### src/hdl/rv32e_pkg.sv
// shared types for the RV32E subsystem; HOST_CREDITS must be a power of two
`default_nettype none

package rv32e_pkg;

    typedef logic [31:0] word_t;
    typedef logic [3:0]  reg_idx_t;

    localparam int MEM_AWIDTH   = 8;
    localparam int HOST_CREDITS = 4;
    localparam int RSP_CREDITS  = 2;

    // derived counter and pointer widths
    localparam int HOST_PTR_W = $clog2(HOST_CREDITS);
    localparam int HOST_CNT_W = $clog2(HOST_CREDITS + 1);
    localparam int RSP_CNT_W  = $clog2(RSP_CREDITS + 1);

    // major opcodes of the supported subset
    localparam logic [6:0] OPC_OP     = 7'b0110011;
    localparam logic [6:0] OPC_OP_IMM = 7'b0010011;
    localparam logic [6:0] OPC_LUI    = 7'b0110111;
    localparam logic [6:0] OPC_LOAD   = 7'b0000011;
    localparam logic [6:0] OPC_STORE  = 7'b0100011;
    localparam logic [6:0] OPC_BRANCH = 7'b1100011;
    localparam logic [6:0] OPC_SYSTEM = 7'b1110011;

    typedef enum logic [3:0] {
        ALU_ADD, ALU_SUB, ALU_SLL, ALU_SLT, ALU_SLTU, ALU_XOR,
        ALU_SRL, ALU_SRA, ALU_OR, ALU_AND, ALU_PASS_B
    } alu_op_t;

    // word-addressed memory request, shared by host and core
    typedef struct packed {
        logic                  we;
        logic [MEM_AWIDTH-1:0] addr;
        word_t                 wdata;
    } mem_req_t;

endpackage

`default_nettype wire

### src/hdl/alu.sv
// RV32E integer unit; shifts use b[4:0] only
`timescale 1ns/10ps
`default_nettype none

module alu
    import rv32e_pkg::*;
(
    input  alu_op_t op,
    input  word_t   a,
    input  word_t   b,
    output word_t   y,
    output logic    eq
);

    // branch compare
    assign eq = (a == b);

    always_comb begin
        case (op)
            ALU_ADD:    y = a + b;
            ALU_SUB:    y = a - b;
            ALU_SLL:    y = a << b[4:0];
            ALU_SLT:    y = {31'b0, $signed(a) < $signed(b)};
            ALU_SLTU:   y = {31'b0, a < b};
            ALU_XOR:    y = a ^ b;
            ALU_SRL:    y = a >> b[4:0];
            ALU_SRA:    y = word_t'($signed(a) >>> b[4:0]);
            ALU_OR:     y = a | b;
            ALU_AND:    y = a & b;
            ALU_PASS_B: y = b;
            default:    y = '0;
        endcase
    end

endmodule

`default_nettype wire

### config.mk
export PLATFORM = sky130hd
export DESIGN_NAME = alu
export DESIGN_NICKNAME = d
export VERILOG_FILES = /design/src/hdl/rv32e_pkg.sv /design/src/hdl/alu.sv
export SDC_FILE = /design/constraint.sdc
export NUM_CORES = 1
export LEC_CHECK = 0
export ABC_AREA = 1
export BUFFER_PORTS_ARGS = -buffer_cell sky130_fd_sc_hd__buf_2
export CORE_MARGIN = 2
export CORE_UTILIZATION = 40
export DETAILED_ROUTE_END_ITERATION = 12
export PLACE_DENSITY = 0.68
export SLEW_MARGIN = 0
export SYNTH_ARGS = -nofsm -noshare
export SYNTH_HDL_FRONTEND = slang
export SYNTH_SLANG_ARGS = --single-unit
### constraint.sdc
create_clock -name vclk -period 2.49
set_input_delay 0.1245 -clock vclk [all_inputs]
set_output_delay 0.1245 -clock vclk [all_outputs]
set_load 0.05 [all_outputs]
==> reports/summary.txt <==
Layout cells sized above 1 = 0.153
Number of violations reported at the end of detailed-routing iteration 0 = 2175
Reg power frac = 0
Grt ovf = 0
Run status = complete, no violations
Layout Area Growth over Synthesis = 18.5%
Post-Layout Cell Count = 2712
Worst hold-check path type = input port to output pin
Share of the clock period used by the worst path after layout = 0.992
Distinct cell type count after synthesis = 40
Mapped cell area = 10600 um^2
Switching power of the nets = 2.11 mW
Startpoint type of the worst setup path = input port
Setup violators final = 0
Count of clock buffers in the final design = 0
Standby leakage power = 7.35 nW
RSZ-0062 raised after global routing = yes
Crit path cell chain = buf_2, inv_1, ha_1, buf_4, nand2_1, nand2_1, a21oi_1, nand2_1, nand2_1, nand2_2, nand2_1, nand2_1, nand2_1, nand3_1, nand3_1, clkbuf_4
WP data required = 2.37 ns
Sw frac = 0.686
Post-layout net count = 2548
Total die area = 27900 um^2
Tightest slew margin relative to the limit = 0.600
Yosys warns = 0
Critical Setup Path Class = input port to output pin
Die height = 167 um
Storage cell area = 0 um^2
Maximum number of pins on one net before global-route repair = 90
First drt pass iteration count = 7
Sequential element share of the synthesized area = 0
Max-capacitance violation count = 0
Gate count after technology mapping = 2192
Post-Layout Inst Area = 12600 um^2
Family with the most delay on the worst path = simple AND/OR/NAND/NOR gates
DRC violation count after routing = 0
Hold-fix buffers at CTS = 0
Worst Hold Endpoint = y[5]
Area inside the core boundary = 26100 um^2
First-pass GRT wire length = 84400 um
Power per standard cell area = 244 nW/um^2
Number of rows in the core area = 59
Number of pins with negative max-slew slack in the final report = 0
Routed length per placed instance = 20.6 um
Initial Utilization = 0.408
Source of the worst hold timing path = b[5]
Multi-input gate area = 9000 um^2
Pre-CTS setup slack = -0.136 ns
Clock network power share = 0
# port buffers = 101
Internal power contribution = 0.967 mW
Cells on Worst Hold Path = 6
Delay of the slowest cell on the worst path = 0.34 ns
Post-detailed-route via-to-cell ratio = 5.81
# placed instances = 2712
Fin worst setup slack = 0.0203 ns
Syn nets = 2361
I/O pin total = 101
Final weighted congestion of routability-driven global placement = 1.10
Largest driver fanout on the critical path = 4
Worst-path cell with the longest stage delay = ha_1
Cell repeated most along the worst path = nand2_1
Highest ir drop seen on vdd = 152 uV
Antenna cells = 0
Critical path arrival = 2.35 ns
Number of global-route vias before repair = 14300
Filler cells = 2992
Syn avg cell area = 4.85 um^2
Time the final worst path needs with I/O delays and setup = 2.47 ns
Final ANT Viol Nets = 0
Dpl hpwl = 46900 um
Least-Margin Pin Slew = 0.599 ns
Final-report hold violation count = 0
Number of sequential cells = 0
Power share of the combinational group = 1.000
Buf+Inv Stages, Crit Path = 4
Routed vias = 15700
Cell area after placement = 12400 um^2
Detailed Route WL = 55900 um
Worst setup path start = a[4]
Chip Width = 167 um
Gr usage total = 0.388
Endpoint kind of the worst setup timing path = output pin
Maximum clock frequency = 0.405 GHz
Antenna violations before repair = 0
-- layer usage --
metal | global-route usage | wire length, um | up-vias
met5 | 0 | 0 | -
met4 | 0.175 | 3280 | 0
met3 | 0.0620 | 6390 | 154
met2 | 0.594 | 23200 | 1028
met1 | 0.533 | 23000 | 7143
li1 | - | - | 7422
-- through the flow --
step	hold slack, ns	power (mW)	setup TNS (ns)	utilization
floorplan	0.698	1.78	0	-
detailed placement	0.845	2.91	-0.136	0.476
CTS	0.846	2.92	0	0.476
global route	0.898	3.30	-0.0523	0.483
finish	0.846	3.07	0	0.483
global placement	0.839	2.90	-0.116	0.476
-- worst max path at each step --
stage                  to  depth (start not counted)
floorplan           y[31]                         18
global placement    y[10]                         15
global route         y[0]                         17
finish              y[31]                         16
CTS                 y[10]                         15
detailed placement  y[10]                         15
-- tightest hold or removal path, cell delays in order --
cell      delay (ns)
buf_2           0.10
nand2_1         0.05
o221ai_1        0.07
nor3_1          0.06
nand2_1         0.06
buf_2           0.25
-- power groups by stage --
stage               Sequential [mW]  Clock (mW)  Combinational (mW)
floorplan                         0           0                1.78
global placement                  0           0                2.90
detailed placement                0           0                2.91
CTS                               0           0                2.92
global route                      0           0                3.30
finish                            0           0                3.07
-- cells by family (layout without fill, tap and decap cells) --
kind of cell / after synthesis / after routing / share of synthesized area
xor+xnor: 1 / 1 / 0.000824
simple gates: 1483 / 1483 / 0.608
fa+ha+maj: 101 / 101 / 0.120
buf+inv: 417 / 602 / 0.168
compound gates: 190 / 190 / 0.103
-- placed cells by master (no fill, tap or decap), types with 4 or more instances in the layout --
cell type    n
a21oi_1     57
and2_1      10
buf_12       6
buf_2       91
buf_4      173
clkbuf_4     9
ha_1        81
ha_2        16
inv_1      311
inv_2        8
nand2_1    742
nand2_2      8
nand2_4      7
nand3_1    439
nand3_2      4
nand4_1     28
nor2_1     178
nor2_2      15
nor2_4      10
nor3_1      27
o211ai_1    24
o21ai_0     51
o21ai_1      8
o21bai_1     9
o22ai_1     33
-- final cells by class --
type | count | share of cell area
multi-input cells | 1775 | 0.714
inverters | 321 | 0.0963
well taps | 335 | 0.0333
repair buffers | 281 | 0.156
-- cell usage after synthesis, drive strengths merged, types with 3 or more instances --
cell      n  area, um^2
a21oi    58         290
a31oi     3        18.8
and2     10        62.6
buf      77         465
clkbuf   19         111
ha       99        1240
inv     321        1210
nand2   758        2910
nand3   443        2220
nand3b    3        22.5
nand4    28         175
nor2    204         867
nor3     30         161
nor4      3        18.8
o211ai   24         180
o21ai    60         300
o21bai    9        67.6
o22ai    33         206
-- timing repair --
item	4_1_cts	5_1_grt
pin swaps	0	1
resized for setup	1	60
setup endpoints to repair	1	28
buffers inserted	0	0
Note: power is estimated with default switching activity, not from simulation.
