==> src/hdl/rv32e_pkg.sv <==
// shared types for the RV32E subsystem; HOST_CREDITS must be a power of two
`default_nettype none

package rv32e_pkg;

    typedef logic [31:0] word_t;
    typedef logic [3:0]  reg_idx_t;

    localparam int MEM_AWIDTH   = 8;
    localparam int HOST_CREDITS = 4;
    localparam int RSP_CREDITS  = 2;

    // derived counter and pointer widths
    localparam int HOST_PTR_W = $clog2(HOST_CREDITS);
    localparam int HOST_CNT_W = $clog2(HOST_CREDITS + 1);
    localparam int RSP_CNT_W  = $clog2(RSP_CREDITS + 1);

    // major opcodes of the supported subset
    localparam logic [6:0] OPC_OP     = 7'b0110011;
    localparam logic [6:0] OPC_OP_IMM = 7'b0010011;
    localparam logic [6:0] OPC_LUI    = 7'b0110111;
    localparam logic [6:0] OPC_LOAD   = 7'b0000011;
    localparam logic [6:0] OPC_STORE  = 7'b0100011;
    localparam logic [6:0] OPC_BRANCH = 7'b1100011;
    localparam logic [6:0] OPC_SYSTEM = 7'b1110011;

    typedef enum logic [3:0] {
        ALU_ADD, ALU_SUB, ALU_SLL, ALU_SLT, ALU_SLTU, ALU_XOR,
        ALU_SRL, ALU_SRA, ALU_OR, ALU_AND, ALU_PASS_B
    } alu_op_t;

    // word-addressed memory request, shared by host and core
    typedef struct packed {
        logic                  we;
        logic [MEM_AWIDTH-1:0] addr;
        word_t                 wdata;
    } mem_req_t;

endpackage

`default_nettype wire

==> src/hdl/core_ctrl.sv <==
// multicycle RV32E subset core; word loads and stores only, pc bits above the memory range ignored
`timescale 1ns/10ps
`default_nettype none

module core_ctrl
    import rv32e_pkg::*;
(
    input  logic     clk,
    input  logic     rst,
    input  logic     run,
    output logic     core_req_valid,
    output mem_req_t core_req,
    input  logic     core_gnt,
    input  word_t    mem_rdata,
    output reg_idx_t rs1,
    output reg_idx_t rs2,
    output reg_idx_t rd,
    output logic     rf_we,
    output word_t    rf_wdata,
    input  word_t    rs1_data,
    input  word_t    rs2_data,
    output alu_op_t  alu_op,
    output word_t    alu_a,
    output word_t    alu_b,
    input  word_t    alu_y,
    input  logic     alu_eq,
    output logic     halted,
    output logic     illegal
);

    typedef enum logic [2:0] {S_IDLE, S_FETCH, S_WAIT, S_EXEC, S_MEM, S_MWAIT} state_t;

    state_t     state;
    word_t      pc;
    word_t      ir;
    word_t      ea;
    logic       run_q;
    logic [6:0] opc;
    logic [2:0] funct3;
    word_t      imm_i;
    word_t      imm_s;
    word_t      imm_b;
    word_t      imm_u;
    logic       is_load;
    logic       is_store;
    logic       is_ebreak;
    logic       use_rs1;
    logic       use_rs2;
    logic       use_rd;
    logic       bad_fn;
    logic       bad_reg;
    logic       illegal_insn;

    assign opc    = ir[6:0];
    assign funct3 = ir[14:12];
    assign imm_i  = {{20{ir[31]}}, ir[31:20]};
    assign imm_s  = {{20{ir[31]}}, ir[31:25], ir[11:7]};
    assign imm_b  = {{19{ir[31]}}, ir[31], ir[7], ir[30:25], ir[11:8], 1'b0};
    assign imm_u  = {ir[31:12], 12'h000};

    assign is_load   = (opc == OPC_LOAD);
    assign is_store  = (opc == OPC_STORE);
    assign is_ebreak = (ir == 32'h0010_0073);

    // register fields each format reads or writes
    assign use_rd  = opc inside {OPC_OP, OPC_OP_IMM, OPC_LUI, OPC_LOAD};
    assign use_rs1 = opc inside {OPC_OP, OPC_OP_IMM, OPC_LOAD, OPC_STORE, OPC_BRANCH};
    assign use_rs2 = opc inside {OPC_OP, OPC_STORE, OPC_BRANCH};

    // only beq/bne and word-sized memory ops
    assign bad_fn  = (opc == OPC_BRANCH && funct3[2:1] != 2'b00) ||
                     ((is_load || is_store) && funct3 != 3'b010);
    // x16 and up do not exist in RV32E
    assign bad_reg = (use_rd && ir[11]) || (use_rs1 && ir[19]) || (use_rs2 && ir[24]);
    assign illegal_insn = !(use_rs1 || opc == OPC_LUI || is_ebreak) || bad_fn || bad_reg;

    assign rs1 = ir[18:15];
    assign rs2 = ir[23:20];
    assign rd  = ir[10:7];

    always_comb begin
        alu_op = ALU_ADD;
        if (opc == OPC_OP || opc == OPC_OP_IMM) begin
            case (funct3)
                3'd0:    alu_op = (opc == OPC_OP && ir[30]) ? ALU_SUB : ALU_ADD;
                3'd1:    alu_op = ALU_SLL;
                3'd2:    alu_op = ALU_SLT;
                3'd3:    alu_op = ALU_SLTU;
                3'd4:    alu_op = ALU_XOR;
                3'd5:    alu_op = ir[30] ? ALU_SRA : ALU_SRL;
                3'd6:    alu_op = ALU_OR;
                default: alu_op = ALU_AND;
            endcase
        end else if (opc == OPC_LUI) begin
            alu_op = ALU_PASS_B;
        end
    end

    assign alu_a = rs1_data;
    assign alu_b = (opc == OPC_OP || opc == OPC_BRANCH) ? rs2_data :
                   (opc == OPC_LUI) ? imm_u :
                   is_store ? imm_s : imm_i;

    assign rf_we    = (state == S_EXEC && !illegal_insn && use_rd && !is_load) ||
                      (state == S_MWAIT && is_load);
    assign rf_wdata = (state == S_MWAIT) ? mem_rdata : alu_y;

    assign core_req_valid = (state == S_FETCH) || (state == S_MEM);
    assign core_req = '{
        we:    (state == S_MEM) && is_store,
        addr:  (state == S_MEM) ? ea[MEM_AWIDTH+1:2] : pc[MEM_AWIDTH+1:2],
        wdata: rs2_data
    };

    assign halted = (state == S_IDLE);

    always_ff @(posedge clk) begin
        if (rst) begin
            state   <= S_IDLE;
            pc      <= '0;
            run_q   <= 1'b0;
            illegal <= 1'b0;
        end else begin
            run_q <= run;
            case (state)
                S_IDLE: if (run && !run_q) begin
                    pc      <= '0;
                    illegal <= 1'b0;
                    state   <= S_FETCH;
                end
                S_FETCH: if (core_gnt) state <= S_WAIT;
                S_WAIT: state <= S_EXEC;
                S_EXEC: begin
                    if (illegal_insn) begin
                        illegal <= 1'b1;
                        state   <= S_IDLE;
                    end else if (is_ebreak) begin
                        state <= S_IDLE;
                    end else if (is_load || is_store) begin
                        state <= S_MEM;
                    end else begin
                        // beq when equal, bne when not
                        pc    <= (opc == OPC_BRANCH && (alu_eq ^ funct3[0])) ? pc + imm_b
                                                                              : pc + 32'd4;
                        state <= S_FETCH;
                    end
                end
                S_MEM: if (core_gnt) state <= S_MWAIT;
                S_MWAIT: begin
                    pc    <= pc + 32'd4;
                    state <= S_FETCH;
                end
                default: state <= S_IDLE;
            endcase
        end
    end

    // instruction and effective address latches
    always_ff @(posedge clk) begin
        if (state == S_WAIT) ir <= mem_rdata;
        if (state == S_EXEC) ea <= alu_y;
    end

endmodule

`default_nettype wire

==> config.mk <==
export PLATFORM = sky130hd
export DESIGN_NAME = core_ctrl
export DESIGN_NICKNAME = d
export VERILOG_FILES = /design/src/hdl/rv32e_pkg.sv /design/src/hdl/core_ctrl.sv
export SDC_FILE = /design/constraint.sdc
export NUM_CORES = 1
export LEC_CHECK = 0
export ABC_AREA = 0
export BUFFER_PORTS_ARGS = -buffer_cell sky130_fd_sc_hd__buf_2
export CAP_MARGIN = 20
export CORE_MARGIN = 3
export CORE_UTILIZATION = 25
export CTS_CLUSTER_SIZE = 12
export DETAILED_ROUTE_END_ITERATION = 10
export MAX_ROUTING_LAYER = met4
export SYNTH_ARGS = -nofsm -noshare
export SYNTH_HDL_FRONTEND = slang
export SYNTH_SLANG_ARGS = --single-unit
export TNS_END_PERCENT = 1
==> constraint.sdc <==
create_clock -name clk -period 4.4 [get_ports clk]
set_clock_uncertainty 0.1 [all_clocks]
set_input_delay 0.44 -clock clk [delete_from_list [all_inputs] [get_ports clk]]
set_output_delay 0.44 -clock clk [all_outputs]
set_load 0.01 [all_outputs]
==> metrics.csv <==
metric;value;unit
outcome;finished, final reports clean;
IO Pins;290;
XOR/XNOR Fraction of Synth Area;1.805;%
Initial Util;25.96;%
Seq/Total Area, Yosys;33.93;%
Area Overhead vs Synth;20.52;%
Synth Cell Area;4367;um^2
Post-Route WL;16370;um
max cap viols;0;
overall global routing resource usage;17.03;%
antenna-violating nets left;0;
Worst VDD drop;152.0;uV
top-count cell post-synth;buf_4;
drt first-iter violations;260;
clk sinks;54;
critical path type;reg2out;
hold_buf cts;0;
ys async rst share;0;%
Post-synth top cells;81 x buf_4, 40 x edfxtp_1, 38 x mux2_2;
Yosys top cell area share;27.51;%
Die X;138.2;um
post-synthesis compound-gate area fraction;18.88;%
Post-CTS Setup Bufs;0;
top cells by area, synth;edfxtp_1 28%, buf_4 14%, mux2_2 9.8%;
drt drc;0;
M2 GR Usage;28.65;%
CP required;3860;ps
largest family of logic cells by synthesized area;compound AO/OA/AOI/OAI gates;
cell taking the most area after synthesis;edfxtp_1;
die area;19090;um^2
Tmin final;3423;ps
Yosys warnings;0;
Critical Path AT;2880;ps
Critical Path End Type;output port;
vias in the first global route;3989;
first-pass GRT wire length;24730;um
final hold vios;0;
Die Height;138.2;um
Remaining Overflow, GRT;0;
share of cells above drive strength 1;50.52;%
fmax;292.1;MHz
Rel. slew slack;43.27;%
Primary FF master, synth;edfxtp_1;
M3 GR Usage;4.144;%
nets;716;
routed length per instance;20.58;um
gpl congestion;0.8384;
Yosys reg bits;54;
Fin Setup TNS;0;ps
H-tree depth;2;
Critical Path Max Stage Delay;730;ps
met1 usage;20.22;%
Final period util;77.80;%
Clock Latency Late Sink;290;ps
fin util;31.29;%
final setup fails;0;
Longest Clk Path Bufs;2;
fillers;1801;
Placement Rows;47;
internal reg-to-reg setup slack;1530;ps
Worst path slowest cell;and2_1;
Via density;4.947;
library cells used by synthesis;65;
Post-Synth Adder-Cell Area;3.037;%
global routing's busiest layer;met2;
worst path cell trace;nand2_1 > nor4_4 > buf_4 > nor2_1 > and2_1 > a221o_1 > buf_2;
Setup crit start kind;register;
largest net degree at the start of global routing;34;
Slew @ Worst Pin;842.0;ps
drt first pass iters;5;
CTS resizes;0;
Port Buf Inserts;225;
Pwr Density;237.7;nW/um^2
final max-slew violation count;0;
CTS tree;done;
CTS Root Cell;clkbuf_16;
Syn Area/Cell;9.992;um^2
Post-synth EDFFs;40;
leakage power;2.228;nW
initial antenna violation count;1;
post-synthesis mux area share;11.63;%
core area;16820;um^2
cells after synthesis;437;
simple-gate area share of the yosys netlist;13.72;%
Max FO, Critical Path;24;
via count;3933;
TritonCTS Buffers;5;
syn_nets;580;
DP HPWL;13670;um
clock slew at reported path FFs;70;ps
RSZ-0062 raised after global routing;no;
Worst Hold Class;in2reg;
## cells by family (layout without fill, tap and decap cells)
family	after synthesis	count (layout)
buf+inv	111	248
compound gates	104	104
simple gates	103	103
flops	54	54
mux	46	46
fa+ha+maj	10	10
xor+xnor	9	9
other cells	0	1
## where the power goes
part	total (mW)	internal, mW	switching, mW
combinational	0.253	0.120	0.133
clock	0.402	0.212	0.191
sequential	0.596	0.566	0.0297
total	1.25	0.897	0.354
## per-layer routing
metal | part of all wire [%] | vias to the layer above
met1 | 41 | 1853
met5 | 0 | -
li1 | - | 1864
met2 | 50 | 189
met4 | 2.1 | 0
met3 | 7.5 | 27
## layout by cell type (no fill, tap or decap), types with 7 or more instances in the layout
cell	synthesis	routed
inv_1	10	10
ha_1	9	9
nor3_1	11	11
edfxtp_1	40	40
a21oi_1	16	16
mux2_2	38	38
o21ai_0	15	15
nand2b_1	12	12
o32ai_1	7	7
nand2_1	20	20
a221o_1	19	19
dfxtp_1	14	14
nor2_1	13	13
buf_2	5	225
mux2i_1	8	8
## metrics by stage
stage          instance area (um^2)  std cells  hold WS (ps)  total power [mW]  setup slack, ps
2_1_floorplan                  4367        437         351.9            0.7816            786.6
3_3_place_gp                   5115        786         366.4            0.8614             1397
3_5_place_dp                   5115        786         380.1            0.8623             1357
4_1_cts                        5260        794         220.5             1.265             1025
5_1_grt                        5263        795         221.3             1.307            776.9
6_report                       5263        795         228.7             1.251            976.7
## final timing paths
kind | start | cells past startpoint | to
setup / recovery | ir[4] | 7 | alu_b[22]
hold / removal | alu_y[9] | 1 | ea[9]
setup reg to reg | ir[8] | 9 | pc[9]
hold reg to reg | pc[1] | 2 | pc[1]
## final cells by class
cell class	instances	area (um^2)	area share (%)
Timing Repair Buffer	230	1164	22.11
Clock buffer	5	125.1	2.378
Multi-Input combinational cell	272	2157	40.99
Antenna cell	1	2.502	0.04755
Inverter	10	37.54	0.7133
Clock inverter	3	20.02	0.3804
Sequential cell	54	1481	28.15
Tap cell	220	275.3	5.231
## state kept, by name (all words and copies together) (netlist names)
| name | count |
|---|---|
| ir | 32 |
| pc | 9 |
| state | 3 |
| illegal | 1 |
| ea | 8 |
| run_q | 1 |
## worst max-delay path, delay by kind of cell, from the launching register on
family                 cells  cell delay (ps)
flip-flops                 1              570
AND/OR/NAND/NOR            4             1400
AO/OA/AOI/OAI              1              220
buffers and inverters      2              380
(Power assumes the default switching activity.)
