`src/hdl/rv32e_pkg.sv`:
```
// shared types for the RV32E subsystem; HOST_CREDITS must be a power of two
`default_nettype none

package rv32e_pkg;

    typedef logic [31:0] word_t;
    typedef logic [3:0]  reg_idx_t;

    localparam int MEM_AWIDTH   = 8;
    localparam int HOST_CREDITS = 4;
    localparam int RSP_CREDITS  = 2;

    // derived counter and pointer widths
    localparam int HOST_PTR_W = $clog2(HOST_CREDITS);
    localparam int HOST_CNT_W = $clog2(HOST_CREDITS + 1);
    localparam int RSP_CNT_W  = $clog2(RSP_CREDITS + 1);

    // major opcodes of the supported subset
    localparam logic [6:0] OPC_OP     = 7'b0110011;
    localparam logic [6:0] OPC_OP_IMM = 7'b0010011;
    localparam logic [6:0] OPC_LUI    = 7'b0110111;
    localparam logic [6:0] OPC_LOAD   = 7'b0000011;
    localparam logic [6:0] OPC_STORE  = 7'b0100011;
    localparam logic [6:0] OPC_BRANCH = 7'b1100011;
    localparam logic [6:0] OPC_SYSTEM = 7'b1110011;

    typedef enum logic [3:0] {
        ALU_ADD, ALU_SUB, ALU_SLL, ALU_SLT, ALU_SLTU, ALU_XOR,
        ALU_SRL, ALU_SRA, ALU_OR, ALU_AND, ALU_PASS_B
    } alu_op_t;

    // word-addressed memory request, shared by host and core
    typedef struct packed {
        logic                  we;
        logic [MEM_AWIDTH-1:0] addr;
        word_t                 wdata;
    } mem_req_t;

endpackage

`default_nettype wire

```
`src/hdl/gpr_file.sv`:
```
// 16 x 32 register file, combinational reads, x0 hardwired to zero
`timescale 1ns/10ps
`default_nettype none

module gpr_file
    import rv32e_pkg::*;
(
    input  logic     clk,
    input  logic     rst,
    input  reg_idx_t rs1,
    input  reg_idx_t rs2,
    input  reg_idx_t rd,
    input  logic     we,
    input  word_t    wdata,
    output word_t    rs1_data,
    output word_t    rs2_data
);

    word_t regs [16];

    always_ff @(posedge clk) begin
        if (rst) begin
            for (int i = 0; i < 16; i++) begin
                regs[i] <= '0;
            end
        end else if (we && rd != '0) begin
            regs[rd] <= wdata;
        end
    end

    // one-hot select per entry, reduced by OR
    always_comb begin
        rs1_data = '0;
        rs2_data = '0;
        for (int i = 0; i < 16; i++) begin
            rs1_data = rs1_data | ({32{rs1 == reg_idx_t'(i)}} & regs[i]);
            rs2_data = rs2_data | ({32{rs2 == reg_idx_t'(i)}} & regs[i]);
        end
    end

endmodule

`default_nettype wire

```
`config.mk`:
```
export PLATFORM = sky130hd
export DESIGN_NAME = gpr_file
export DESIGN_NICKNAME = d
export VERILOG_FILES = /design/src/hdl/rv32e_pkg.sv /design/src/hdl/gpr_file.sv
export SDC_FILE = /design/constraint.sdc
export NUM_CORES = 1
export LEC_CHECK = 0
export BUFFER_PORTS_ARGS = -buffer_cell sky130_fd_sc_hd__buf_2
export CELL_PAD_IN_SITES_DETAIL_PLACEMENT = 1
export CELL_PAD_IN_SITES_GLOBAL_PLACEMENT = 2
export CORE_MARGIN = 3
export CORE_UTILIZATION = 43
export DETAILED_ROUTE_END_ITERATION = 6
export GPL_TIMING_DRIVEN = 0
export PLACE_DENSITY_LB_ADDON = 0.1
export SKIP_CTS_REPAIR_TIMING = 1
export SLEW_MARGIN = 20
export SYNTH_ARGS = -nofsm -noshare
export SYNTH_HDL_FRONTEND = slang
export SYNTH_SLANG_ARGS = --single-unit
```
`constraint.sdc`:
```
create_clock -name clk -period 2.6 [get_ports clk]
set_input_delay 0.52 -clock clk [delete_from_list [all_inputs] [get_ports clk]]
set_output_delay 0.52 -clock clk [all_outputs]
set_load 0.05 [all_outputs]
```
==> impl_results.md, run 1 <==
* Die ar. at ~0.065 mm^2
* Pwr per Cell Area at about 640 mW/mm^2
* CP delay by family, top: simple AND/OR/NAND/NOR gates
* Antenna viol nets, final at 0
* Core area at about 0.06 mm^2
* Row cnt at 90
* Net switching power at about 6.5 mW
* Synth Area in Simple Gates at 0.1887
* Root buffer cell: clkbuf_16
* Detail Placement HPWL at about 82,000 um
* GP Congestion at ~0.95
* CP cell instances: buf_16, and2_4, buf_12, a22oi_2, o22ai_2, or4_4, buf_8
* Cells after Synth at between 2,000 and 2,500
* Final Setup Violations at 64
* Crit Path Class: in2out
* Worst hold slack at about 0.25 ns
* I/O pins at between 100 and 150
* Synth Area in Adders at 0
* Compound-Gate Fraction of Synth Area at 0.1894
* Setup TNS at -9.025 ns
* Hold Path Class: in2reg
* Sinks on Clock Net at a little over 500
* Die W at ~250 um
* DR WL/cell at 38.47 um
* Most frequent cells in the layout: edfxtp_1, and2_1, a22oi_1
* Final period util at 1.107
* Status: complete, but fails checks
* DRC viols at 0
* Yosys cell types at 26
* Total track usage at 0.3674
* Clk pwr share at 0.359
* Worst Max-Slew Pin Slew at roughly 1.2 ns
* Slew Limit Fails at 0
* Synth warnings at 0
* Pin count of the biggest net entering global routing at 33
* Final core occ at 0.5698
* Sequential fraction of the synthesis area at 0.5773
* Max FO, Critical Path at 7
* Leading area contributor after synthesis: edfxtp_1
* Req. time, crit path at ~2.1 ns
* Area Growth Syn to Fin at 30.09%
* Slowest stage delay, CP at about 0.56 ns
* Num CTS Buffers at 59
* Switching Share at 0.2939
* Critical path buffers and inverters at 3
* Minimum clock period at ~2.9 ns
* CTS HTree Levels at 2
* Via Count at roughly 24,000
* Yosys top cell area share at 0.5773
* Fraction of layout cells with a size suffix above 1 at 0.3386
* Combinational share of power at 0.191
* Failing checks: setup timing
* P_leak at 11.73 nW
* Ranking of synthesized cells by area: edfxtp_1, a22oi_1, and2_1
* Clk slew on worst S/H paths at 0.06 ns
* Grt ovf at 0
* Initial detailed-routing violation count at 3,451
* Final worst setup slack at -0.2792 ns
* Top reg by flops: regs
* Main combinational cell family by area after synthesis: compound AO/OA/AOI/OAI gates
* Synth Cell Area at approximately 0.027 mm^2
* Wirelength, routed at approximately 130,000 um
* VDD IR max at 0.5128 mV
* Initial antenna violation count at 4
* Worst rel slew slack at 0.2063
* Fmax at ~350 MHz
* Nets at around 2,600
* Int Power at about 16 mW
* Seq pwr share at 0.449
* Initial core utilization at 0.4380
* Clk buf depth at 3
* Hold Fails Final Rpt at 0
* Synthesized flop and latch total at between 500 and 600
* Max Cap Violations at 0
* XOR/XNOR Fraction of Synth Area at 0
* RSZ-0062 raised after global routing: yes
* Post-DR vias/cell at just over 7
* Port Buffers at 106
* Top flop regs: regs: 512 flops
* Mux cell area share after synthesis at 0
* 1st-pass router iterations at 6
* Mean post-synth cell area at approximately 12 um^2
* Endpoint class of the critical path: output pin
* Most common cell after layout, fill and taps aside: edfxtp_1
* Critical path's slowest cell: or4_4
* Critical path launch point type: input pin
* Fillers at about 6,000
* Crit path arrival time at around 2.4 ns
* Vias in the first global route at approximately 23,000
* Die Height at 254.9 um
* CTS tree: done
* First-pass GRT wire length at ~170,000 um
* Max FFs per register at just over 500
[per-stage QoR]
step / setup slack, ns / cell area [um^2] / cells / power, mW
after floorplan: 0.002716 / 26990 / 2323 / 11.88
after global placement: -1.562 / 28500 / 3211 / 13.07
after detailed placement: -1.230 / 28530 / 3211 / 13.15
after CTS: -1.274 / 30290 / 3312 / 20.92
after global routing: -0.2719 / 34650 / 3337 / 22.56
final: -0.2792 / 34650 / 3338 / 22.18
[synthesized netlist by cell type]
library cell	instances
or2_2	19
nor3b_1	64
nor3_1	3
or4b_1	1
and2_4	2
or4_1	64
and3_1	64
clkbuf_2	3
o21ai_0	64
nand4bb_1	2
nand4b_1	1
nand2b_1	8
clkbuf_1	193
buf_6	16
nand2_1	5
nor2b_1	14
o22ai_1	128
edfxtp_1	512
nor2_1	80
conb_1	1
buf_2	44
buf_1	8
buf_4	2
a22oi_1	448
o221ai_1	64
and2_1	482
[final timing paths]
path	startpoint	slack, ns	to	cells past startpoint
max	rs2[3]	-0.28	rs2_data[24]	7
min	wdata[13]	0.25	regs[2][13]$_SDFFCE_PN0P_	2
[kinds of logic after synthesis]
family | count (synthesis)
AND/OR/NAND/NOR | 809
AO/OA/AOI/OAI | 704
flip-flops | 512
buffers and inverters | 266
other | 1
[power groups by stage]
stage,registers [mW],clock network (mW),logic (mW)
after global routing,9.99,8.25,4.32
after global placement,9.99,0,3.08
after CTS,9.86,7.92,3.14
after detailed placement,10.0,0,3.13
after floorplan,9.92,0,1.96
final,9.96,7.97,4.25
[layout make-up]
class,count,area [um^2],area share
antenna,1,2.502,0.00007222
multi-input combinational,1551,12560,0.3626
sequential,512,15370,0.4437
buffer,254,2377,0.06861
tap,782,978.4,0.02824
clock buffer,75,1579,0.04557
clock inverter,26,187.7,0.005417
timing repair buffer,137,1584,0.04572
[per-layer routing]
metal | up-vias | GRT usage | wire length, um
met3 | 344 | 0.1062 | 15370
met5 | - | 0 | 0
met1 | 12200 | 0.4746 | 48840
met4 | 0 | 0.1701 | 5808
met2 | 1725 | 0.5744 | 58390
li1 | 9323 | - | -
Note: power is estimated with default switching activity, not from simulation.
==> inputs of run 2 (changes only) <==
Settings changed: ABC_AREA set to 1, CELL_PAD_IN_SITES_GLOBAL_PLACEMENT 2 to 1, CORE_UTILIZATION 43 to 47.
==> run 2 against run 1 <==
Against the previous run: the run still ends with setup timing left; sequential share of layout area decreased by 0.27 points; non-clock buffer count increased by 61; sequential cell count unchanged; final area increased by 0.61%; core utilization increased by 2.9 points; fmax increased by 3.4%; largest power group unchanged.
==> impl_results.md, run 2 <==
* Top reg by flops: regs (unchanged)
* Fmax at 359.0 MHz (was 347.3 MHz)
* Root buffer cell: clkbuf_16 (unchanged)
* Power Total at 22.37 mW (was 22.18 mW)
* Mean post-synth cell area at 7.988 um^2 (was 11.62 um^2)
* Hold Fails Final Rpt at 0 (unchanged)
* Initial antenna violation count at 3 (was 4)
* Sequential fraction of the synthesis area at 0.5494 (was 0.5773)
* Total track usage at 0.3975 (was 0.3674)
* Most frequent cells in the layout: nand3_1, nand2_1, nor2_1 (was edfxtp_1, and2_1, a22oi_1)
* CTS tree: done (unchanged)
* Hold Path Class: in2reg (unchanged)
* Worst hold slack at 0.2870 ns (was 0.2452 ns)
* Die Height at 250.0 um (was 254.9 um)
* VDD IR max at 0.5272 mV (was 0.5128 mV)
* 1st-pass router iterations at 7 (was 6)
* Die ar. at 0.06250 mm^2 (was 0.06496 mm^2)
* Grt ovf at 0 (unchanged)
* Vias in the first global route at 28,680 (was 23,170)
* Die W at 250.0 um (was 254.9 um)
* Hold path start: wdata[29] (was wdata[13])
* Failing checks: setup timing (unchanged)
* Max FO, Critical Path at 10 (was 7)
* Post-synth top cells: nand3_1, nand2_1, nor2_1 (was edfxtp_1, and2_1, a22oi_1)
* Initial core utilization at 0.4804 (was 0.4380)
* First-pass GRT wire length at 182,900 um (was 168,000 um)
* Minimum clock period at 2.786 ns (was 2.879 ns)
* Post-synth EDFFs at 512 (unchanged)
* Most used DFF post-synth: edfxtp_1 (unchanged)
* GP Congestion at 0.9748 (was 0.9543)
* Worst rel slew slack at 0.3922 (was 0.2063)
* Core area at 0.05825 mm^2 (was 0.06081 mm^2)
* RSZ-0062 raised after global routing: yes (unchanged)
* Critical path launch point type: input pin (unchanged)
* Crit Path Class: in2out (unchanged)
* Post-DR vias/cell at 6.446 (was 7.069)
* Worst Max-Slew Pin Slew at 0.9085 ns (was 1.181 ns)
* CTS HTree Levels at 2 (unchanged)
* Slew Limit Fails at 0 (unchanged)
* Via Count at 29,520 (was 23,600)
* Status: complete, but fails checks (unchanged)
* Final Setup Violations at 50 (was 64)
* Yosys top cell area share at 0.5494 (was 0.5773)
* Initial detailed-routing violation count at 4,116 (was 3,451)
* Row cnt at 88 (was 90)
* Area Growth Syn to Fin at 24.57% (was 30.09%)
* Final worst setup slack at -0.1858 ns (was -0.2792 ns)
* Synth Cell Area at 0.02798 mm^2 (was 0.02663 mm^2)
* Synth warnings at 0 (unchanged)
* Ranking of synthesized cells by area: edfxtp_1, nand3_1, nand2_1 (was edfxtp_1, a22oi_1, and2_1)
* Clk slew on worst S/H paths at 0.06 ns (about the same)
* Clk buf depth at 3 (unchanged)
* DRC viols at 0 (unchanged)
* Crit-path most repeated cell: buf_6
* Slowest stage delay, CP at 0.21 ns (was 0.56 ns)
* Yosys cell types at 13 (was 26)
* Hold Path Sink: regs[2][29]$_SDFFCE_PN0P_ (was regs[2][13]$_SDFFCE_PN0P_)
* Setup TNS at -3.110 ns (was -9.025 ns)
* Max Cap Violations at 0 (unchanged)
* Fraction of layout cells with a size suffix above 1 at 0.1637 (was 0.3386)
* Pwr per Cell Area at 641.6 mW/mm^2 (was 640.2 mW/mm^2)
* Top flop regs: regs: 512 flops (unchanged)
* Fillers at 6,866 (was 6,000)
* CP cell instances: buf_4, inv_1, nor2_4, buf_6, buf_6, nand3_1, nand2_1, nor2_1, nand2_1, inv_1, nand2_2, buf_6 (was buf_16, and2_4, buf_12, a22oi_2, o22ai_2, or4_4, buf_8)
* P_leak at 15.75 nW (was 11.73 nW)
* Req. time, crit path at 2.08 ns (about the same)
* Num CTS Buffers at 60 (was 59)
* Leading area contributor after synthesis: edfxtp_1 (unchanged)
* Detail Placement HPWL at 95,070 um (was 81,800 um)
* DR WL/cell at 30.62 um (was 38.47 um)
* Most common cell in the netlist: nand3_1 (was edfxtp_1)
* Most common cell after layout, fill and taps aside: nand3_1 (was edfxtp_1)
* Sinks on Clock Net at 512 (unchanged)
* Endpoint class of the critical path: output pin (unchanged)
* Post-synth ARST share at 0 (unchanged)
* WHS Path Cells at 3 (was 2)
* Max FFs per register at 512 (unchanged)
* Nets at 3,812 (was 2,562)
* Crit path arrival time at 2.27 ns (was 2.36 ns)
* Crit path launch: rs1[3] (was rs2[3])
* Pin count of the biggest net entering global routing at 33 (unchanged)
* Synthesized flop and latch total at 512 (unchanged)
* Place WS at -0.7529 ns (was -1.230 ns)
* Cells after Synth at 3,503 (was 2,292)
* Critical path's slowest cell: buf_6 (was or4_4)
* Wirelength, routed at 140,200 um (was 128,400 um)
* Final period util at 1.071 (was 1.107)
* Port Buffers at 110 (was 106)
* I/O pins at 111 (unchanged)
* Antenna viol nets, final at 0 (unchanged)
-- run 2: critical path: cells and delay by family --
family / cells / cell delay (ns)
AND/OR/NAND/NOR: 6 / 0.75
buffers and inverters: 6 / 0.97
-- run 2: kinds of logic after synthesis --
logic type / after synthesis / synth area share
AND/OR/NAND/NOR: 2529 / 0.3799
flip-flops: 512 / 0.5494
other: 1 / 0.0001340
buffers and inverters: 461 / 0.07056
-- run 2: worst max-delay path by stage --
| stage | end | slack [ns] | cells past startpoint |
|---|---|---|---|
| 2_1_floorplan | regs[11][0]$_SDFFCE_PN0P_ | 0.25 | 6 |
| 5_1_grt | rs2_data[31] | -0.18 | 13 |
| 6_report | rs1_data[21] | -0.19 | 12 |
| 3_3_place_gp | regs[2][12]$_SDFFCE_PN0P_ | -1.44 | 8 |
| 4_1_cts | rs2_data[20] | -0.76 | 11 |
| 3_5_place_dp | rs2_data[20] | -0.75 | 11 |
-- run 2: layout make-up --
type | instances | area, um^2 | share of cell area
Tap cell | 765 | 957.2 | 0.02746
Antenna cell | 2 | 5.005 | 0.0001436
Inverter | 178 | 683.2 | 0.01960
Timing Repair Buffer | 170 | 1997 | 0.05728
Sequential cell | 512 | 15370 | 0.4410
Clock buffer | 80 | 1598 | 0.04583
Multi-Input combinational cell | 2561 | 11260 | 0.3230
Buffer | 282 | 2744 | 0.07871
Clock inverter | 30 | 240.2 | 0.006891
-- run 2: report_power, final --
part           internal (mW)  total, mW  switching, mW
Combinational           1.19       4.10           2.90
Sequential              9.59       9.90          0.318
Clock                   4.68       8.36           3.69
-- run 2: stage by stage --
step	util	cell area, um^2	instances
after CTS	0.5457	31780	4533
after global routing	0.5984	34850	4578
after floorplan	-	28100	3534
after global placement	0.5083	29610	4409
after detailed placement	0.5141	29950	4423
final	0.5985	34860	4580
-- run 2: layer usage --
metal  track usage  part of all wire  vias to the layer above
li1              -                 -                    12080
met1        0.4919              0.34                    14590
met2        0.6368              0.45                     2193
met3       0.06482              0.11                      665
met4        0.2799             0.097                        2
met5             0          0.000057                        -
