[config.mk]
export PLATFORM = sky130hd
export DESIGN_NAME = mem_arbiter
export DESIGN_NICKNAME = d
export VERILOG_FILES = /design/src/hdl/rv32e_pkg.sv /design/src/hdl/mem_arbiter.sv
export SDC_FILE = /design/constraint.sdc
export NUM_CORES = 1
export LEC_CHECK = 0
export BUFFER_PORTS_ARGS = -buffer_cell sky130_fd_sc_hd__buf_4
export CAP_MARGIN = 0
export CORE_MARGIN = 10
export CORE_UTILIZATION = 28
export CTS_CLUSTER_SIZE = 12
export DETAILED_ROUTE_END_ITERATION = 12
export PLACE_DENSITY_LB_ADDON = 0.15
export SYNTH_ARGS = -nofsm -noshare
export SYNTH_HDL_FRONTEND = slang
export SYNTH_SLANG_ARGS = --single-unit
export TNS_END_PERCENT = 5
[constraint.sdc]
create_clock -name clk -period 5.25 [get_ports clk]
set_clock_uncertainty 0.15 [all_clocks]
set_input_delay 0.2625 -clock clk [delete_from_list [all_inputs] [get_ports clk]]
set_output_delay 0.2625 -clock clk [all_outputs]
set_load 0.02 [all_outputs]
[src/hdl/rv32e_pkg.sv]
// shared types for the RV32E subsystem; HOST_CREDITS must be a power of two
`default_nettype none

package rv32e_pkg;

    typedef logic [31:0] word_t;
    typedef logic [3:0]  reg_idx_t;

    localparam int MEM_AWIDTH   = 8;
    localparam int HOST_CREDITS = 4;
    localparam int RSP_CREDITS  = 2;

    // derived counter and pointer widths
    localparam int HOST_PTR_W = $clog2(HOST_CREDITS);
    localparam int HOST_CNT_W = $clog2(HOST_CREDITS + 1);
    localparam int RSP_CNT_W  = $clog2(RSP_CREDITS + 1);

    // major opcodes of the supported subset
    localparam logic [6:0] OPC_OP     = 7'b0110011;
    localparam logic [6:0] OPC_OP_IMM = 7'b0010011;
    localparam logic [6:0] OPC_LUI    = 7'b0110111;
    localparam logic [6:0] OPC_LOAD   = 7'b0000011;
    localparam logic [6:0] OPC_STORE  = 7'b0100011;
    localparam logic [6:0] OPC_BRANCH = 7'b1100011;
    localparam logic [6:0] OPC_SYSTEM = 7'b1110011;

    typedef enum logic [3:0] {
        ALU_ADD, ALU_SUB, ALU_SLL, ALU_SLT, ALU_SLTU, ALU_XOR,
        ALU_SRL, ALU_SRA, ALU_OR, ALU_AND, ALU_PASS_B
    } alu_op_t;

    // word-addressed memory request, shared by host and core
    typedef struct packed {
        logic                  we;
        logic [MEM_AWIDTH-1:0] addr;
        word_t                 wdata;
    } mem_req_t;

endpackage

`default_nettype wire

[src/hdl/mem_arbiter.sv]
// round-robin host/core arbiter; the host must never return more response credits than it holds
`timescale 1ns/10ps
`default_nettype none

module mem_arbiter
    import rv32e_pkg::*;
(
    input  logic     clk,
    input  logic     rst,
    input  logic     host_valid,
    input  mem_req_t host_req,
    output logic     host_take,
    input  logic     core_valid,
    input  mem_req_t core_req,
    output logic     core_gnt,
    input  logic     rsp_credit,
    output logic     host_rsp_valid,
    output logic     mem_req_valid,
    output mem_req_t mem_req
);

    logic [RSP_CNT_W-1:0] rsp_cnt;
    logic                 last_host;
    logic                 host_ok;
    logic                 spend;

    // host reads wait here until a response credit is free
    assign host_ok = host_valid && (host_req.we || rsp_cnt != '0);

    assign host_take = host_ok && (!core_valid || !last_host);
    assign core_gnt  = core_valid && !host_take;
    assign spend     = host_take && !host_req.we;

    assign mem_req_valid = host_take || core_gnt;
    assign mem_req       = host_take ? host_req : core_req;

    always_ff @(posedge clk) begin
        if (rst) begin
            rsp_cnt        <= RSP_CNT_W'(RSP_CREDITS);
            last_host      <= 1'b0;
            host_rsp_valid <= 1'b0;
        end else begin
            rsp_cnt <= rsp_cnt + RSP_CNT_W'(rsp_credit) - RSP_CNT_W'(spend);
            if (mem_req_valid) last_host <= host_take;
            // read data shows up one cycle after the grant
            host_rsp_valid <= spend;
        end
    end

endmodule

`default_nettype wire

==> results.json, run 1 <==
{
  "status": "finished clean",
  "critPathKind": "reg2out",
  "synth_cells": 67,
  "crit_chain": "o311ai_4, buf_4, mux2_2, buf_4",
  "max_freq_ghz": 0.338,
  "rows": 18,
  "tns_ns": 0,
  "yosys.area.top_type": "mux2_1",
  "ir_worst_vdd_v": 0.000201,
  "wl_per_cell_um": 18.7,
  "grt.overflow.total": 0,
  "cts_tree": "built",
  "clk_latency_ns": 0.24,
  "cpMostUsedCell": "buf_4",
  "syn_avg_cell_area_um2": 10.8,
  "root_buffer": "clkbuf_4",
  "finalHoldViolCount": 0,
  "hpwlAfterDp_um": 3810,
  "track_usage_pct": 15.3,
  "antenna_found_initial": 0,
  "ctsLongestPathBuffers": 2,
  "rsz0062_at_grt": "false",
  "hold_slack_ns": 0.0591,
  "die_area_mm2": 0.00500,
  "hp-start": "rst",
  "area_growth_pct": 139,
  "hold_path.class": "in2reg",
  "cap_violations": 0,
  "die_y_um": 70.7,
  "slowest_delay_ns": 1.04,
  "clkTransAtPathRegs_ns": 0.04,
  "route.detailed.drc": 0,
  "reg2reg_from": "rsp_cnt[0]$_SDFF_PP0_",
  "crit_slowest_cell": "o311ai_4",
  "slew_headroom_pct": 16.8,
  "yosys_warnings": 0,
  "wl_um": 4250,
  "yosys_register_bits": 4,
  "path_max_fanout": 29,
  "p_switching_uw": 129,
  "place_congestion": 0.802,
  "nets": 288,
  "numCtsBuffers": 3,
  "grt_max_degree": 30,
  "cts_hold_buf": 0,
  "clkPwrFrac_pct": 12.1,
  "grt_pass1_vias": 1101,
  "swShare_pct": 40.2,
  "r2r-end": "rsp_cnt[1]$_SDFF_PP1_",
  "end_kind": "output port",
  "antenna_cells": 0,
  "p_per_area_mw_per_mm2": 186,
  "drv_slew": 0,
  "port_buffers": 131,
  "yosysUniqueCellTypes": 18,
  "drt-initial-drc-count": 20,
  "yosysSeqAreaShare_pct": 11.1,
  "setup_viol": 0,
  "vias": 1022,
  "die_w_um": 70.7,
  "initial_core_util_pct": 29.1,
  "r2r_cells": 8,
  "min_to": "last_host$_SDFFE_PP0P_",
  "h-tree-depth": 1,
  "synth_top_area_share_pct": 37.5,
  "crit_required_ns": 4.84,
  "boundaryPins": 132,
  "ant_nets": 0,
  "core_mm2": 0.00248,
  "power_frac_comb_pct": 75.3,
  "timing.final.crit_share_pct": 56.4,
  "timing.final.crit_period_ns": 2.96,
  "start_kind": "register",
  "worstMarginPinSlew_ns": 1.24,
  "p_leak_uw": 0.000906,
  "synthTopCellsByArea": "mux2_1 (37%), mux2_2 (27%), dfxtp_1 (11%)",
  "drive_above_1_share_pct": 77.7,
  "r2r_setup_slack_ns": 2.61,
  "pwr-share-seq_pct": 12.6,
  "ctsResizeCount": 0,
  "post_cts_buffers": 0,
  "syn_area_um2": 721,
  "cp.arrival_ns": 2.55,
  "dr.pass1.iters": 4,
  "p_int_uw": 192,
  "grt_pass1_wl_um": 6230,
  "post_drt_via_cell_ratio": 4.50,
  "cts.sinks": 4,
  "path_delay_family": "compound AO/OA/AOI/OAI gates",
  "min_path_cells": 2,
  "critPathBufInv": 2,
  "synth_nets": 156
}
==> cells in the final DEF (no fill, tap or decap), drive strengths merged <==
cell	Yosys	routed
clkbuf	0	3
nor2	1	1
o311ai	1	1
nor3	1	1
xnor2	1	1
ha	2	2
buf	5	132
nor2b	1	1
inv	3	3
nand2	1	1
and2	1	1
dfxtp	4	4
xor2	1	1
nand2b	3	3
mux2	41	41
a21oi	1	1
==> synthesized netlist by cell type <==
| cell type | count |
|---|---|
| mux2_1 | 24 |
| mux2_2 | 17 |
| dfxtp_1 | 4 |
| inv_1 | 3 |
| nand2b_1 | 3 |
| buf_6 | 2 |
| buf_8 | 2 |
| ha_1 | 2 |
| a21oi_1 | 1 |
| and2_1 | 1 |
| buf_4 | 1 |
| nand2_1 | 1 |
| nor2_1 | 1 |
| nor2b_1 | 1 |
| nor3_1 | 1 |
| o311ai_2 | 1 |
| xnor2_1 | 1 |
| xor2_1 | 1 |
==> flip-flops by register name, indices dropped and copies added (netlist names) <==
name / count
rsp_cnt: 2
last_host: 1
host_rsp_valid: 1
==> layout make-up <==
type | instances | area [µm²]
clock buffers | 3 | 22.5
fillers | 207 | 756
inverters | 3 | 11.3
multi-input cells | 55 | 579
flip-flops and latches | 4 | 80.1
well taps | 30 | 37.5
repair buffers | 132 | 991
==> per-layer routing <==
layer | up-vias | part of all wire, % | track usage [%]
li1 | 502 | - | -
met1 | 447 | 35 | 14.9
met2 | 71 | 52 | 28.1
met3 | 2 | 13 | 8.65
met4 | 0 | 0.16 | 2.58
met5 | - | 0 | 0
==> worst max-delay path by stage <==
stage,end,startpoint,cells after the start,slack (ns)
global placement,mem_req[4],host_req[40],5,2.49
detailed placement,mem_req[2],host_req[40],5,2.42
CTS,mem_req[2],rsp_cnt[0]$_SDFF_PP0_,4,2.24
finish,mem_req[2],rsp_cnt[0]$_SDFF_PP0_,4,2.29
floorplan,rsp_cnt[1]$_SDFF_PP1_,rsp_cnt[0]$_SDFF_PP0_,10,3.23
global route,mem_req[2],rsp_cnt[0]$_SDFF_PP0_,4,2.07
==> power groups by stage <==
stage	clock, µW	combinational (µW)	sequential [µW]
2_1_floorplan	0	132	39.4
3_3_place_gp	0	240	40.7
3_5_place_dp	0	245	40.8
4_1_cts	41.4	246	40.5
5_1_grt	44.4	258	41.0
6_report	38.8	242	40.4
==> stage by stage <==
step                      setup slack, ns  std cells  area (µm²)  utilization, %  total power, µW
final                                2.29        227        1720            69.5              321
after global routing                 2.07        227        1720            69.5              343
after global placement               2.49        224        1700            68.6              280
after CTS                            2.24        227        1720            69.5              328
after floorplan                      3.23         67         721               -              172
after detailed placement             2.42        224        1700            68.6              286
==> cell families (layout without fill, tap and decap cells) <==
logic type | Yosys count | count (layout) | synth area share, %
fa+ha+maj | 2 | 2 | 3.47
mux | 41 | 41 | 64.1
compound gates | 2 | 2 | 2.95
xor+xnor | 2 | 2 | 2.43
buf+inv | 8 | 138 | 9.90
simple gates | 8 | 8 | 6.08
flops | 4 | 4 | 11.1
No activity file was read; power rests on OpenSTA's default activity.
==> run 2, diff against run 1 <==
ABC_AREA = 1   (was not set)
CORE_UTILIZATION = 26   (was 28)
clock period = 2.5 ns   (was 5.25 ns; I/O delays follow)
==> results.json, run 2 <==
{
  "final_cell_mix": "buf_4 (134), nand2_1 (88), nand3_1 (44), inv_1 (10)",
  "r2r_setup_slack_ns": 0.92,
  "die_y_um": 76.6,
  "synth_nets": 257,
  "grt_use_met3_pct": 3.07,
  "synthTopCellsByArea": "nand2_1 (40%), nand3_1 (26%), dfxtp_1 (9.6%)",
  "antenna_found_initial": 0,
  "vias": 1467,
  "synth-edff-count": 0,
  "power_frac_comb_pct": 76.7,
  "nets": 385,
  "pwr-share-seq_pct": 11.2,
  "track_usage_pct": 14.8,
  "max_freq_ghz": 0.513,
  "yosysSeqAreaShare_pct": 9.62,
  "slew_headroom_pct": 69.9,
  "grt_max_degree": 45,
  "finalHoldViolCount": 0,
  "grtUsageMet2_pct": 28.7,
  "post_cts_buffers": 0,
  "timing.final.crit_share_pct": 77.9,
  "wl_um": 4840,
  "synth_top_area_share_pct": 39.7,
  "worstMarginPinSlew_ns": 0.452,
  "end_kind": "output port",
  "worst_slack_ns": 0.552,
  "area_growth_pct": 121,
  "grt_pass1_wl_um": 7290,
  "critPathKind": "reg2out",
  "h-tree-depth": 1,
  "swShare_pct": 45.7,
  "largest_reg_flops": 2,
  "grt.overflow.total": 0,
  "p_int_uw": 372,
  "fillers": 334,
  "post_drt_via_cell_ratio": 4.34,
  "drive_above_1_share_pct": 47.6,
  "ctsLongestPathBuffers": 2,
  "timing.final.crit_period_ns": 1.95,
  "clkPwrFrac_pct": 12.1,
  "root_buffer": "clkbuf_4",
  "clk_latency_ns": 0.24,
  "die_w_um": 76.6,
  "crit_chain": "nor2_1, nand2_1, buf_4, nand2_4, inv_1, nor2_1, buf_4",
  "yosysMostFrequentCell": "nand2_1",
  "final_common_cell": "buf_4",
  "reg.largest.list": "rsp_cnt x2, host_rsp_valid x1, last_host x1",
  "yosys_register_bits": 4,
  "ys.flop_type": "dfxtp_1",
  "syn_area_um2": 832,
  "ctsResizeCount": 0,
  "core_mm2": 0.00305,
  "slowest_delay_ns": 0.37,
  "path_delay_family": "simple AND/OR/NAND/NOR gates",
  "yosysUniqueCellTypes": 12,
  "wl_per_cell_um": 14.3,
  "cap_violations": 0,
  "drv_slew": 0,
  "tns_ns": 0,
  "start_kind": "register",
  "crit_required_ns": 2.23,
  "crit_slowest_cell": "nand2_4",
  "clkTransAtPathRegs_ns": 0.04,
  "p_switching_uw": 313,
  "p_per_area_mw_per_mm2": 372,
  "rsz0062_at_grt": "false",
  "grt_pass1_vias": 1390,
  "dr.pass1.iters": 4,
  "synth_cells": 168,
  "port_buffers": 131,
  "cts_tree": "built",
  "yosys.area.top_type": "nand2_1",
  "ant_nets": 0,
  "async_reset_ff_share_pct": 0,
  "yosys_warnings": 0,
  "initial_core_util_pct": 27.3,
  "drt-initial-drc-count": 70,
  "path_max_fanout": 44,
  "place_congestion": 0.784,
  "met1_usage_pct": 15.8,
  "rows": 20,
  "critPathBufInv": 3,
  "multiInputGateArea_um2": 629,
  "power.total_uw": 685,
  "cp.arrival_ns": 1.67,
  "die_area_mm2": 0.00586,
  "numCtsBuffers": 3,
  "status": "finished clean",
  "setup_viol": 0,
  "top_register": "rsp_cnt",
  "seq_area_um2": 80.1,
  "p_leak_uw": 0.00116,
  "route.detailed.drc": 0,
  "hpwlAfterDp_um": 3860,
  "preCtsSetupSlack_ns": 0.784,
  "hold_slack_ns": 0.0604,
  "antenna_cells": 0,
  "cts.sinks": 4,
  "ys_top_cells_by_count": "nand2_1 (88), nand3_1 (44), inv_1 (10)",
  "boundaryPins": 132,
  "ir_worst_vdd_v": 0.000217,
  "top_usage_layer": "met2",
  "syn_avg_cell_area_um2": 4.95,
  "hold_path.class": "in2reg"
}
[run 2: cell count changes in the layout (fill, tap and decap cells not counted), moves of 2 or more]
cell,before,now
mux2_1,24,0
buf_4,132,134
nand2b_1,3,0
nor2_1,1,4
inv_1,3,10
nand2_1,1,88
mux2_2,17,0
nand3_1,0,44
[run 2: worst paths after layout]
check,start,to,depth (start not counted)
worst max-delay path,rsp_cnt[0]$_SDFF_PP0_,core_gnt,7
worst min-delay path,core_valid,last_host$_SDFFE_PP0P_,4
worst max register to register,last_host$_SDFFE_PP0P_,rsp_cnt[1]$_SDFF_PP1_,9
worst min register to register,last_host$_SDFFE_PP0P_,last_host$_SDFFE_PP0P_,2
[run 2: power groups by stage]
stage	clock [µW]	combinational (µW)	sequential, µW
finish	82.8	526	76.8
CTS	85.9	531	76.9
global route	88.5	571	77.8
global placement	0	526	77.6
detailed placement	0	528	77.9
floorplan	0	276	78.1
[run 2: through the flow]
step,cell area (µm²),utilization [%],instances
CTS,1840,60.3,338
global route,1840,60.3,338
global placement,1810,59.2,334
finish,1840,60.3,338
floorplan,832,-,168
detailed placement,1810,59.2,334
[run 2: cell families (layout without fill, tap and decap cells)]
family | Yosys count | after routing | share of synthesized area, %
and+or+nand+nor | 138 | 138 | 70.1
buffers and inverters | 22 | 148 | 14.7
adders and majority gates | 2 | 2 | 3.01
AOI/OAI and AO/OA | 2 | 2 | 2.56
DFF | 4 | 4 | 9.62
[run 2: layer usage]
metal | up-vias | part of all wire [%]
met1 | 631 | 38
li1 | 783 | -
met2 | 48 | 55
met5 | - | 0
met4 | 0 | 0.97
met3 | 5 | 5.5
[run 2: area by class of cell]
cell class                 instances  area share (%)
clock buffer                       3            1.22
multi-input combinational        142            34.2
inverter                          10            2.04
tap                               44            2.99
sequential                         4            4.35
timing repair buffer             135            55.2
[run 2: timing repair]
item	4_1_cts	5_1_grt
setup endpoints to repair	0	0
hold endpoints to repair	4	0
hold buffers	1	0
[run 2: worst min-delay path, stage by stage]
cell and delay (ns):
buf_4 0.10, inv_1 0.07, nand2_1 0.06, a21oi_1 0.05
==> run 3, diff against run 2 <==
ABC_AREA = 0   (was 1)
clock period = 1.91 ns   (was 2.5 ns; I/O delays follow)
==> results.json, run 3 (synthesized netlist as in run 1, its figures left out) <==
{
  "antenna_cells": 0,
  "post_cts_buffers": 0,
  "place_congestion": 0.746,
  "drt-initial-drc-count": 17,
  "drive_above_1_share_pct": 77.6,
  "die_area_mm2": 0.00528,
  "ant_nets": 0,
  "reg.largest.list": "rsp_cnt x2, host_rsp_valid x1, last_host x1",
  "postPlaceCellArea_mm2": 0.00171,
  "drv_slew": 0,
  "boundaryPins": 132,
  "clkTransAtPathRegs_ns": 0.04,
  "status": "finished, violations left",
  "worstMarginPinSlew_ns": 0.318,
  "fillers": 227,
  "cts.sinks": 4,
  "wl_per_cell_um": 19.0,
  "ir_worst_vdd_v": 0.000371,
  "slew_headroom_pct": 78.8,
  "finalInstanceArea_mm2": 0.00178,
  "max_freq_ghz": 0.520,
  "die_w_um": 72.7,
  "power.total_uw": 903,
  "p_leak_uw": 0.000935,
  "grt.overflow.total": 0,
  "clk_latency_ns": 0.23,
  "finalHoldViolCount": 0,
  "core_mm2": 0.00271,
  "timing.final.crit_share_pct": 101,
  "cts_tree": "built",
  "hold_path.class": "in2reg",
  "cap_violations": 0,
  "top_register": "rsp_cnt",
  "dp_cells": 226,
  "route.detailed.drc": 0,
  "hpwlAfterDp_um": 3890,
  "cp.arrival_ns": 1.68,
  "grt_max_degree": 35,
  "final_cell_mix": "buf_4 (131), mux2_1 (23), mux2_2 (17)",
  "dr.pass1.iters": 4,
  "post-route-util_pct": 65.7,
  "initial_core_util_pct": 26.6,
  "critPathKind": "reg2out",
  "worst_slack_ns": -0.0145,
  "post_drt_via_cell_ratio": 4.56,
  "ctsLongestPathBuffers": 2,
  "root_buffer": "clkbuf_4",
  "setup_viol": 17,
  "hold_slack_ns": 0.0411,
  "track_usage_pct": 14.2,
  "grt_pass1_vias": 1092,
  "path_max_fanout": 12,
  "die_y_um": 72.7,
  "crit_required_ns": 1.66,
  "violations": "negative setup slack",
  "h-tree-depth": 1,
  "numCtsBuffers": 3,
  "final_common_cell": "buf_4",
  "port_buffers": 131,
  "largest_reg_flops": 2,
  "instances_no_fill": 232,
  "grt_pass1_wl_um": 6020,
  "end_kind": "output port",
  "rows": 19,
  "start_kind": "register",
  "vias": 1059,
  "area_growth_pct": 147,
  "wl_um": 4400,
  "p_per_area_mw_per_mm2": 507,
  "antenna_found_initial": 0,
  "timing.final.crit_period_ns": 1.92,
  "rsz0062_at_grt": "true",
  "nets": 292
}
[run 3: cell count changes in the layout (fill, tap and decap cells not counted), sizes merged, moves of 2 or more]
cell / before / now
inv: 10 / 3
nand3: 44 / 0
nand2b: 0 / 3
mux2: 0 / 41
dlygate4sd3: 1 / 3
nor2: 4 / 1
nand2: 89 / 1
[run 3: final timing paths]
path	depth (start not counted)	slack (ns)	startpoint	endpoint
max	4	-0.01	rsp_cnt[0]$_SDFF_PP0_	mem_req[14]
min	3	0.04	rsp_credit	rsp_cnt[0]$_SDFF_PP0_
max reg2reg	8	0.04	rsp_cnt[0]$_SDFF_PP0_	rsp_cnt[1]$_SDFF_PP1_
min reg2reg	4	0.54	rsp_cnt[0]$_SDFF_PP0_	rsp_cnt[1]$_SDFF_PP1_
[run 3: power breakdown]
part	switching, µW	total (µW)	internal, µW	leakage (µW)
clock network	36.0	106	70.4	0.0000138
logic	308	685	377	0.000888
registers	13.3	112	98.8	0.0000334
[run 3: layer usage]
metal	up-vias	GRT usage [%]	share of wire, %
met5	-	0	0
met4	0	2.53	0
met3	0	6.53	12
met2	73	26.4	52
met1	475	14.3	37
li1	511	-	-
[run 3: worst max-delay path, cell delays in order (launching register included)]
cell      delay [ns]
dfxtp_2         0.32
o311ai_4        0.34
buf_4           0.27
mux2_2          0.36
buf_4           0.16
[run 3: area by class of cell]
| cell class | count | area (µm²) | area share, % |
|---|---|---|---|
| flip-flops and latches | 4 | 81.3 | 4.56 |
| repair buffers | 136 | 1040 | 58.6 |
| multi-input cells | 55 | 583 | 32.7 |
| well taps | 31 | 38.8 | 2.18 |
| inverters | 3 | 11.3 | 0.632 |
| clock buffers | 3 | 22.5 | 1.26 |
[run 3: per-stage QoR]
step	worst slack, ns	TNS [ns]
after detailed placement	0.0670	0
after floorplan	-0.110	-0.110
after global routing	-0.0845	-2.53
after CTS	-0.0399	-0.896
final	-0.0145	-0.101
after global placement	0.116	0
[run 3: repair_timing]
item,CTS,global route
hold buffers,3,0
resized for setup,3,3
endpoints found under the setup margin,29,42
hold endpoints to repair,4,0
